## src/include/status_panel_macros.svh

```systemverilog
`ifndef STATUS_PANEL_MACROS_SVH
`define STATUS_PANEL_MACROS_SVH

// width of one configuration word, shared by both register views
`define STATUS_CFG_WIDTH 16

// register map, a single address bit selects the register
`define STATUS_CFG_ADDR_DIM 1'b0
`define STATUS_CFG_ADDR_HOLD 1'b1

// dimmer defaults give a short lit slot out of a 51 clock frame
`define STATUS_DIM_PERIOD_RESET 8'd50
`define STATUS_DIM_DUTY_RESET 8'd1

// flash hold time in clocks after reset
`define STATUS_HOLD_RESET 16'd1000

`endif

```

## src/design/status_panel_pkg.sv

```systemverilog
`include "status_panel_macros.svh"

package status_panel_pkg;

    // one rgb led, every channel is a simple on/off level
    typedef struct packed {
        logic r;
        logic g;
        logic b;
    } led_rgb_t;

    // level status reported by the controller
    typedef struct packed {
        logic init_done;
        logic idle;
        logic wait_cmd;
    } ctrl_status_t;

    // dimmer frame length and lit part of the frame
    typedef struct packed {
        logic [7:0] period;
        logic [7:0] duty;
    } dim_cfg_t;

    // a configuration write carries either dimmer settings or a hold count,
    // the register address tells which view applies
    typedef union packed {
        dim_cfg_t                      dim;
        logic [`STATUS_CFG_WIDTH-1:0]  hold;
    } cfg_word_u;

endpackage

```

## src/design/status_config_regs.sv

```systemverilog
`timescale 1ns/1ps
`default_nettype none
`include "status_panel_macros.svh"

module status_config_regs
    import status_panel_pkg::*;
(
    input  logic                          i_clock,
    input  logic                          i_reset,
    input  logic                          i_cfg_write,
    input  logic                          i_cfg_addr,
    input  cfg_word_u                     i_cfg_data,
    output dim_cfg_t                      o_dim_cfg,
    output logic [`STATUS_CFG_WIDTH-1:0]  o_hold_cycles
);

    dim_cfg_t                      dim_reg;
    logic [`STATUS_CFG_WIDTH-1:0]  hold_reg;
    logic                          write_dim;
    logic                          write_hold;

    assign write_dim  = i_cfg_write && (i_cfg_addr == `STATUS_CFG_ADDR_DIM);
    assign write_hold = i_cfg_write && (i_cfg_addr == `STATUS_CFG_ADDR_HOLD);

    always_ff @(posedge i_clock) begin
        if (i_reset) begin
            dim_reg.period <= `STATUS_DIM_PERIOD_RESET;
            dim_reg.duty   <= `STATUS_DIM_DUTY_RESET;
            hold_reg       <= `STATUS_HOLD_RESET;
        end else begin
            if (write_dim) begin
                dim_reg <= i_cfg_data.dim; // period and duty land together
            end
            if (write_hold) begin
                hold_reg <= i_cfg_data.hold;
            end
        end
    end

    assign o_dim_cfg     = dim_reg;
    assign o_hold_cycles = hold_reg;

    // the hold setting only moves right after a hold write or a reset
    a_hold_only_on_write: assert property (
        @(posedge i_clock) disable iff (i_reset)
        !$stable(o_hold_cycles) |-> ($past(write_hold) || $past(i_reset))
    ) else $error("hold register changed without a write");

endmodule

`default_nettype wire

```

## src/design/led_dimmer.sv

```systemverilog
`timescale 1ns/1ps
`default_nettype none

module led_dimmer
    import status_panel_pkg::*;
(
    input  logic      i_clock,
    input  logic      i_reset,
    input  dim_cfg_t  i_dim_cfg,
    output logic      o_dim_on
);

    logic [7:0] dim_count;
    logic       frame_end;

    // >= also catches a count left above a freshly shortened period
    assign frame_end = (dim_count >= i_dim_cfg.period);

    always_ff @(posedge i_clock) begin
        if (i_reset) begin
            dim_count <= '0;
            o_dim_on  <= 1'b0;
        end else begin
            dim_count <= frame_end ? 8'd0 : dim_count + 8'd1;
            // duty 0 never lights, duty above the period always lights
            o_dim_on  <= (dim_count < i_dim_cfg.duty);
        end
    end

    // a zero duty must turn the gate off by the next edge
    a_zero_duty_dark: assert property (
        @(posedge i_clock) disable iff (i_reset)
        (i_dim_cfg.duty == 8'd0) |=> !o_dim_on
    ) else $error("dim gate high after zero duty");

endmodule

`default_nettype wire

```

## src/design/status_led_unit.sv

```systemverilog
`timescale 1ns/1ps
`default_nettype none
`include "status_panel_macros.svh"

module status_led_unit
    import status_panel_pkg::*;
(
    input  logic                          i_clock,
    input  logic                          i_reset,
    input  ctrl_status_t                  i_status,
    input  logic                          i_error,
    input  logic                          i_success,
    input  logic                          i_dim_on,
    input  logic [`STATUS_CFG_WIDTH-1:0]  i_hold_cycles,
    output led_rgb_t                      o_led0,
    output led_rgb_t                      o_led1
);

    logic                          error_flag;
    logic                          success_flag;
    logic                          flash_active;
    logic                          hold_done;
    logic [`STATUS_CFG_WIDTH-1:0]  hold_count;
    logic [`STATUS_CFG_WIDTH-1:0]  hold_limit;

    // led0 follows the controller state directly
    always_comb begin
        o_led0 = '0;
        if (!i_status.init_done) begin
            o_led0.r = i_dim_on;
        end else if (i_status.idle) begin
            o_led0.g = i_dim_on;
            o_led0.r = i_status.wait_cmd & i_dim_on; // yellow while waiting
        end else begin
            o_led0.b = i_dim_on; // busy
        end
    end

    assign flash_active = error_flag || success_flag;
    assign hold_done    = (hold_count >= hold_limit);

    // limit is captured when the flash starts, so a mid flash write waits
    always_ff @(posedge i_clock) begin
        if (!flash_active) begin
            hold_limit <= i_hold_cycles;
        end
    end

    always_ff @(posedge i_clock) begin
        if (i_reset) begin
            error_flag   <= 1'b0;
            success_flag <= 1'b0;
            hold_count   <= '0;
        end else if (flash_active) begin
            if (hold_done) begin
                error_flag   <= 1'b0;
                success_flag <= 1'b0;
                hold_count   <= '0;
            end else begin
                hold_count <= hold_count + 1'b1; // new events are ignored here
            end
        end else begin
            error_flag   <= i_error;
            success_flag <= i_success;
            hold_count   <= '0;
        end
    end

    always_ff @(posedge i_clock) begin
        if (i_reset) begin
            o_led1 <= '0;
        end else begin
            o_led1.r <= error_flag & i_dim_on;
            o_led1.g <= 1'b0; // green of led1 is unused
            o_led1.b <= success_flag & i_dim_on;
        end
    end

    a_led1_green_dark: assert property (
        @(posedge i_clock) disable iff (i_reset)
        !o_led1.g
    ) else $error("led1 green lit");

    // the counter must stop at the captured limit and never run past it
    a_hold_in_range: assert property (
        @(posedge i_clock) disable iff (i_reset)
        flash_active |-> (hold_count <= hold_limit)
    ) else $error("hold counter ran past its limit");

endmodule

`default_nettype wire

```

## src/design/status_panel_top.sv

```systemverilog
`timescale 1ns/1ps
`default_nettype none
`include "status_panel_macros.svh"

module status_panel_top
    import status_panel_pkg::*;
(
    input  logic          i_clock,
    input  logic          i_reset,
    input  ctrl_status_t  i_status,
    input  logic          i_error,
    input  logic          i_success,
    input  logic          i_cfg_write,
    input  logic          i_cfg_addr,
    input  cfg_word_u     i_cfg_data,
    output led_rgb_t      o_led0,
    output led_rgb_t      o_led1
);

    dim_cfg_t                      dim_cfg;
    logic [`STATUS_CFG_WIDTH-1:0]  hold_cycles;
    logic                          dim_on;

    status_config_regs u_config_regs (
        .i_clock       (i_clock),
        .i_reset       (i_reset),
        .i_cfg_write   (i_cfg_write),
        .i_cfg_addr    (i_cfg_addr),
        .i_cfg_data    (i_cfg_data),
        .o_dim_cfg     (dim_cfg),
        .o_hold_cycles (hold_cycles)
    );

    led_dimmer u_dimmer (
        .i_clock   (i_clock),
        .i_reset   (i_reset),
        .i_dim_cfg (dim_cfg),
        .o_dim_on  (dim_on)
    );

    status_led_unit u_led_unit (
        .i_clock       (i_clock),
        .i_reset       (i_reset),
        .i_status      (i_status),
        .i_error       (i_error),
        .i_success     (i_success),
        .i_dim_on      (dim_on),
        .i_hold_cycles (hold_cycles),
        .o_led0        (o_led0),
        .o_led1        (o_led1)
    );

endmodule

`default_nettype wire

```

## config.mk

```make
export PLATFORM = sky130hd
export DESIGN_NAME = status_panel_top
export DESIGN_NICKNAME = d
export VERILOG_FILES = /design/src/design/status_panel_pkg.sv /design/src/design/status_config_regs.sv /design/src/design/led_dimmer.sv /design/src/design/status_led_unit.sv /design/src/design/status_panel_top.sv
export VERILOG_INCLUDE_DIRS = /design/src /design/src/include
export SDC_FILE = /design/constraint.sdc
export NUM_CORES = 1
export LEC_CHECK = 0
export ABC_AREA = 1
export BUFFER_PORTS_ARGS = -buffer_cell sky130_fd_sc_hd__buf_2
export CAP_MARGIN = 20
export CORE_AREA = 2 2 115 117
export DETAILED_ROUTE_END_ITERATION = 6
export DIE_AREA = 0 0 117 119
export PLACE_DENSITY = 0.48
export SETUP_SLACK_MARGIN = 0.02
export SLEW_MARGIN = 30
export SYNTH_ARGS = -nofsm -noshare
export SYNTH_HDL_FRONTEND = slang
export SYNTH_SLANG_ARGS = --single-unit
```

## constraint.sdc

```tcl
create_clock -name i_clock -period 1.5 [get_ports i_clock]
set_input_delay 0.15 -clock i_clock [delete_from_list [all_inputs] [get_ports i_clock]]
set_output_delay 0.15 -clock i_clock [all_outputs]
set_load 0.005 [all_outputs]
```

[Word-level counts from Yosys, hierarchy flattened]
Cells that the tools add are included.
Storage, ports and cells
  bits in registers: 77
  input bits: 25
  output and inout bits: 6
  word-level logic and storage cells: 34
Cells by class
  add/sub/neg operators: 2
  magnitude comparators: 3
  eq/ne operators: 1
  muxes and demuxes: 7
  bitwise logic cells: 5
  reductions and logical operators: 5
Operators with widths (number)
  $add 16x1->16 const B: 1
  $ge 16x16->1: 1
  $add 8x1->8 const B: 1
  $ge 8x8->1: 1
  $lt 8x8->1: 1
  $mux 1: 5
  $mux 2: 2
  $and 1x1->1: 3
  $reduce_or 3->1: 1
  $logic_and 1x1->1: 2
  $ne 2x2->1 const B: 1
  $not 1->1: 2
  $reduce_or 2->1: 1
  $logic_or 1x1->1: 1

[Longest topological paths before layout]
Gate-level depths: netlist of run 1.
  depth in word-level cells: 3
  mapped depth: 13
  depth with buffers taken out: 12

[Hierarchy]
A second synthesis of run 1 with hierarchy kept.
Second synthesis, totals
  cell total of the unflattened synthesis: 502
  area, all modules: 3893.7 µm²
Modules (own cells, without submodules)
  status_led_unit: times used 1, cells each 224, area an instance 1910.6 µm², seq. area each 880.8 µm²
  status_config_regs: times used 1, cells each 168, area an instance 1223.7 µm², seq. area each 640.6 µm²
  led_dimmer: times used 1, cells each 110, area an instance 759.5 µm², seq. area each 180.2 µm²

[Worst setup path before layout of run 1]
No wires, ideal clock.
  path kind: flip-flop to flip-flop
  start point: register u_led_unit.hold_limit[15]
  end point: register u_led_unit.hold_count[11]
  setup time: 0.121 ns
  arrival time: 1.405 ns
  required time: 1.379 ns
  slack: -0.026 ns
  stages on the path, launching flop included: 9
  path buffers: 1
  clock period less this slack: 1.526 ns
  cell sequence: edfxtp_1 -> inv_1 -> ha_1 -> nand2_1 -> nor4_2 -> nand2_2 -> nand3_4 -> buf_12 -> nor2_4
Between the ends
  word-level cells in the longest chain between the ends: 2
RTL lines
  start, declared: line status_led_unit.sv:24  | logic [`STATUS_CFG_WIDTH-1:0] hold_limit;
  start signal, assigned: line status_led_unit.sv:45  | hold_limit <= i_hold_cycles;
  $ge 16x16->1: line status_led_unit.sv:40  | assign hold_done = (hold_count >= hold_limit);
  $reduce_or 3->1 (no line)
  end signal, assigned: line status_led_unit.sv:60  | hold_count <= hold_count + 1'b1;
  end, declared: line status_led_unit.sv:23  | logic [`STATUS_CFG_WIDTH-1:0] hold_count;
No other way between the ends.
A chain may end at the register's enable or synchronous reset.

[Worst setup path after layout of run 1]
  start point: register u_led_unit.hold_limit[11]
  end point: register u_led_unit.hold_count[11]
The elaborated chain is that of the path after synthesis.

==> results of run 1 <==
cells in the mapped netlist, drive strengths merged:
cell type / n
xor2: 10
o211ai: 4
nor2: 68
nor3: 7
buf: 4
o21ai: 26
clkinv: 1
nand3: 21
nand2: 70
nand4: 5
inv: 61
a21oi: 25
ha: 33
edfxtp: 16
nor4: 1
o21a: 3
xnor2: 7
conb: 1
clkbuf: 5
dfxtp: 61
worst max-delay path: cells and delay by family (launching register included):
kind	cells	cell delay (ns)
flip-flops	1	0.33
adder cells (fa/ha/maj)	1	0.27
buffers and inverters	2	0.23
AND/OR/NAND/NOR	5	0.64
final cells by class:
type | count | area share
sequential | 77 | 0.3618
timing repair buffer | 63 | 0.09349
multi-input combinational | 281 | 0.3926
clock inverter | 3 | 0.004781
tap | 176 | 0.04675
inverter | 62 | 0.04967
clock buffer | 13 | 0.05100
worst paths after layout:
| check | startpoint | slack, ns | to | cells past startpoint |
|---|---|---|---|---|
| max | u_led_unit.hold_limit[11] | -0.07 | u_led_unit.hold_count[11] | 8 |
| min | i_cfg_data[3] | 0.05 | u_config_regs.o_hold_cycles[3] | 3 |
| max reg2reg | u_led_unit.hold_limit[11] | -0.07 | u_led_unit.hold_count[11] | 8 |
| min reg2reg | u_config_regs.o_hold_cycles[5] | 0.43 | u_led_unit.hold_limit[5] | 0 |
logic make-up (layout without fill, tap and decap cells):
family | after synthesis | after routing | share of synthesized area
AND/OR/NAND/NOR | 172 | 172 | 0.2259
flip-flops | 77 | 77 | 0.4599
buffers and inverters | 71 | 141 | 0.07812
AO/OA/AOI/OAI | 58 | 58 | 0.08319
adder cells (fa/ha/maj) | 33 | 33 | 0.1116
XOR/XNOR | 17 | 17 | 0.04024
other | 1 | 1 | 0.001014
routing by layer:
| layer | part of all wire | routed length [um] | vias to the layer above | track usage |
|---|---|---|---|---|
| met1 | 0.47 | 3528 | 1286 | 0.1478 |
| met5 | 0 | 0 | - | 0 |
| li1 | - | - | 1511 | - |
| met3 | 0.018 | 136 | 7 | 0.01934 |
| met4 | 0.013 | 95 | 0 | 0.05294 |
| met2 | 0.50 | 3786 | 19 | 0.2001 |
power by group through the flow:
stage	logic (mW)	clock network, mW	registers, mW
6_report	0.637	1.92	2.32
5_1_grt	0.736	2.08	2.33
2_1_floorplan	0.373	0	2.35
3_5_place_dp	0.567	0	2.36
4_1_cts	0.619	2.00	2.32
3_3_place_gp	0.549	0	2.36
repair_timing:
action | 4_1_cts | 5_1_grt
endpoints found under the setup margin | 18 | 26
resized for setup | 17 | 16
gates cloned | 1 | 0
hold buffers | 0 | 0
pin swaps | 10 | 8
sequential cells by signal, indices dropped and copies added (netlist names):
register / cells
u_config_regs.o_dim_cfg: 16
u_config_regs.o_hold_cycles: 16
u_dimmer.dim_count: 8
u_dimmer.o_dim_on: 1
u_led_unit.error_flag: 1
u_led_unit.hold_count: 16
u_led_unit.hold_limit: 16
u_led_unit.o_led1: 2
u_led_unit.success_flag: 1
stage by stage:
step / power (mW) / setup TNS [ns] / hold WS, ns / utilization
2_1_floorplan: 2.724 / 0 / 0.2215 / -
3_3_place_gp: 2.907 / -0.3065 / 0.3807 / 0.3318
3_5_place_dp: 2.926 / -0.8468 / 0.3831 / 0.3318
4_1_cts: 4.934 / -1.094 / 0.03578 / 0.3604
5_1_grt: 5.142 / -2.889 / 0.04573 / 0.3659
6_report: 4.875 / -1.029 / 0.04817 / 0.3659
==> flow_summary.toml, run 1 <==
[outcome]
status = "complete, but fails checks"
violations = "negative setup slack"

[global_route]
grt_pass1_vias = 2818
grt_max_degree = 24
grt_pass1_wl_mm = 12.91
overflow = 0
grt_usage = 0.1189
antenna_found_initial = 0

[pwr]
pwr_density_cell_nw_per_um2 = 1035
intPower_mw = 3.654
switching_share = 0.2504
cellLeakagePower_nw = 2.014
p_seq_frac = 0.475
switchingPower_mw = 1.221
p_clk_frac = 0.394
ir_drop_mv = 0.5804
combinationalPowerShare = 0.131

[timing]
report.final.slew_viol_count = 0
setup-violations-final = 16
hold_viol = 0
finalWorstSetupSlack_ns = -0.07174
fin_crit_sh = 1.048
rsz0062_at_grt = "true"
skew_ns = 0.005027
fmax_mhz = 636.2
finalCriticalPeriod_ns = 1.572

[place]
place_area_um2 = 4272
hpwl_mm = 5.701
io_buffers = 29
dp.cells = 658
dp_slack_ns = -0.07239
place.gp.congestion = 0.7644

[worst_setup_path]
crit_type = "flop to flop"
cpMaxStageDelayCell = "edfxtp_1"
crit_fanout = 6
cp.required_ns = 1.71
crit_top_cell = "nand2_2"
worstPathArrival_ns = 1.78
crit_path_start_kind = "flop"
worst_setup_path_end_kind = "flop"
path_cells = "inv_1 > ha_4 > nand2_2 > nor4_2 > nand2_2 > nand3_4 > buf_16 > nor2_4"
slowest_delay_ns = 0.33

[route]
first_pass_iters = 4
routed-via-count = 2823
drt_iter0_drc = 55
wl_per_cell_um = 11.18
ant_nets = 0
wl_mm = 7.547
via_per_inst = 4.182
drcViolationCount = 0

[synthesis]
synth_cell_types = 30
yosysSeqAreaShare = 0.4599
syn-num-nets = 487
syn_inst = 429
yosysWarnings = 0
synth_top_area_share = 0.3301
avgSynthCellArea_um2 = 8.624
ys_top_cells_by_area = "dfxtp_1, edfxtp_1, ha_1"
syn-cell-area_um2 = 3700
synth_largest_area_cell = "dfxtp_1"
ys_seq_elements = 77

[cells_and_area]
multi_input_area_um2 = 1849
drive_gt1_frac = 0.2605
final_common_cell = "nand2_1"
final_cell_mix = "nand2_1, dfxtp_1, inv_1"
nFillCells = 1322
diodes = 0
design_area_um2 = 4711
syn_to_final_growth_pct = 27.33
final_nets = 552
stdcell_count = 675
seqCellArea_um2 = 1704

[clocking]
postCtsSetupBuffers = 0
cts_made_buffers = 9
ctsLongestPathBuffers = 2
clock_latency_ns = 0.33
tritoncts = "yes"
cts_root_buf = "clkbuf_16"
htreeDepth = 3
cts.clk_slew.worst_paths_ns = 0.06
clkSinkCount = 77

[floorplan]
rows = 42
ioPinCount = 31
core-area_um2 = 12870
die_area_um2 = 13920
start_util = 0.2874
fp.dieW_um = 117
die_y_um = 119

[worst_hold_path]
hold_path_class = "input port to flop"

[run]
maxCapViolCount = 0
Power figures use the tool's default switching activity.
==> run 2, diff against run 1 <==
--- a/config.mk
+++ b/config.mk
@@ -12,6 +12,7 @@
 export CORE_AREA = 2 2 115 117
 export DETAILED_ROUTE_END_ITERATION = 6
 export DIE_AREA = 0 0 117 119
+export MAX_ROUTING_LAYER = met4
 export PLACE_DENSITY = 0.48
 export SETUP_SLACK_MARGIN = 0.02
 export SLEW_MARGIN = 30
==> run 2 against run 1 <==
  * The flow still finishes with violations (negative setup slack)
  * Highest routed layer unchanged
  * Sequential power barely moved
  * Worst hold slack hardly changed
  * Count of clock-buffer cells in the layout unchanged
  * Non-clock buffer count is the same
  * First-iteration DRC count is the same
  * Largest cell class unchanged
==> flow_summary.toml, run 2 (synthesized netlist as in run 1, its figures left out) <==
[clocking]
cts_made_buffers = 9
htreeDepth = 3
clkSinkCount = 77
clock_latency_ns = 0.33
ctsLongestPathBuffers = 2
cts.clk_slew.worst_paths_ns = 0.06
postCtsSetupBuffers = 0
cts-hold-fix-buffers = 0
cts_root_buf = "clkbuf_16"
tritoncts = "yes"

[worst_setup_path]
cp.required_ns = 1.71
worstPathArrival_ns = 1.78
crit_path_start_kind = "flop"
crit_type = "flop to flop"
worst_setup_path_end_kind = "flop"
crit_fanout = 6

[pwr]
ir_drop_mv = 0.5812
total_power_mw = 4.875
pwr_density_cell_nw_per_um2 = 1035
cellLeakagePower_nw = 2.014

[timing]
skew_ns = 0.004910
report.final.slew_viol_count = 0
fin_crit_sh = 1.048
hold_viol = 0
setup-violations-final = 16
finalWorstSetupSlack_ns = -0.07172
fmax_mhz = 636.2
finalCriticalPeriod_ns = 1.572
rsz0062_at_grt = "true"

[global_route]
grt_pass1_vias = 2823
grt-busiest-layer = "met2"
grt_usage = 0.1221
antenna_found_initial = 0
grt_use_met1 = 0.1484
gr-usage-met3 = 0.01832
grt_pass1_wl_mm = 12.92
met2_usage = 0.2001
grt_max_degree = 24
overflow = 0

[floorplan]
ioPinCount = 31
rows = 42
fp.dieW_um = 117
die_area_um2 = 13920
die_y_um = 119
core-area_um2 = 12870
start_util = 0.2874

[place]
place.gp.congestion = 0.7745
hpwl_mm = 5.701
io_buffers = 29
place_area_um2 = 4272
dp.cells = 658

[cells_and_area]
multi_input_area_um2 = 1849
nFillCells = 1322
final_nets = 552
fin_util = 0.3659
drive_gt1_frac = 0.2605
final_cell_mix = "nand2_1, dfxtp_1, inv_1"
diodes = 0
seqCellArea_um2 = 1704
syn_to_final_growth_pct = 27.33
final_common_cell = "nand2_1"
stdcell_count = 675
design_area_um2 = 4711

[route]
ant_nets = 0
first_pass_iters = 4
wl_mm = 7.540
routed-via-count = 2826
via_per_inst = 4.187
wl_per_cell_um = 11.17
drt_iter0_drc = 55
drcViolationCount = 0

[worst_hold_path]
hold_path_class = "input port to flop"

[outcome]
status = "complete, but fails checks"
violations = "negative setup slack"

[run]
maxCapViolCount = 0
run 2: cell counts in the layout (fill, tap and decap cells not counted):
No cell type changed its count.
run 2: worst max-delay path, stage by stage, from the launching register on:
cell and delay, ns:
edfxtp_1 0.33, inv_1 0.07, ha_4 0.27, nand2_2 0.06, nor4_2 0.29, nand2_2 0.11
nand3_4 0.15, buf_16 0.16, nor2_4 0.03
run 2: final cells by class:
cell class / count / share of cell area
tap: 176 / 0.04675
sequential: 77 / 0.3618
timing repair buffer: 63 / 0.09349
clock inverter: 3 / 0.004781
inverter: 62 / 0.04967
clock buffer: 13 / 0.05100
multi-input combinational: 281 / 0.3926
run 2: routing by layer:
| layer | part of all wire | vias to the layer above |
|---|---|---|
| met2 | 0.50 | 16 |
| met1 | 0.47 | 1291 |
| met3 | 0.016 | 8 |
| met5 | 0 | - |
| li1 | - | 1511 |
| met4 | 0.013 | 0 |
run 2: timing repair:
| action | in CTS | in global routing |
|---|---|---|
| cloned | 1 | 0 |
| pin swaps | 10 | 8 |
| gates resized for setup | 17 | 16 |
| endpoints found under the setup margin | 18 | 26 |
run 2: worst paths after layout:
kind,to,from,slack (ns),depth (start not counted)
max reg2reg,u_led_unit.hold_count[11],u_led_unit.hold_limit[11],-0.07,8
max,u_led_unit.hold_count[11],u_led_unit.hold_limit[11],-0.07,8
min,u_config_regs.o_hold_cycles[3],i_cfg_data[3],0.05,3
min reg2reg,u_led_unit.hold_limit[5],u_config_regs.o_hold_cycles[5],0.43,0
run 2: power by group:
group	internal [mW]	total, mW	switching [mW]	leakage, nW
logic	0.261	0.637	0.377	1.23
clock network	1.12	1.92	0.796	0.128
registers	2.27	2.32	0.0478	0.659
run 2: metrics by stage:
step / hold slack [ns] / worst slack (ns) / setup TNS, ns
final: 0.04767 / -0.07172 / -1.029
after global routing: 0.04573 / -0.1782 / -2.889
after floorplan: 0.2215 / 0.0008248 / 0
after global placement: 0.3807 / -0.02847 / -0.3065
after detailed placement: 0.3831 / -0.07239 / -0.8468
after CTS: 0.03578 / -0.07896 / -1.094
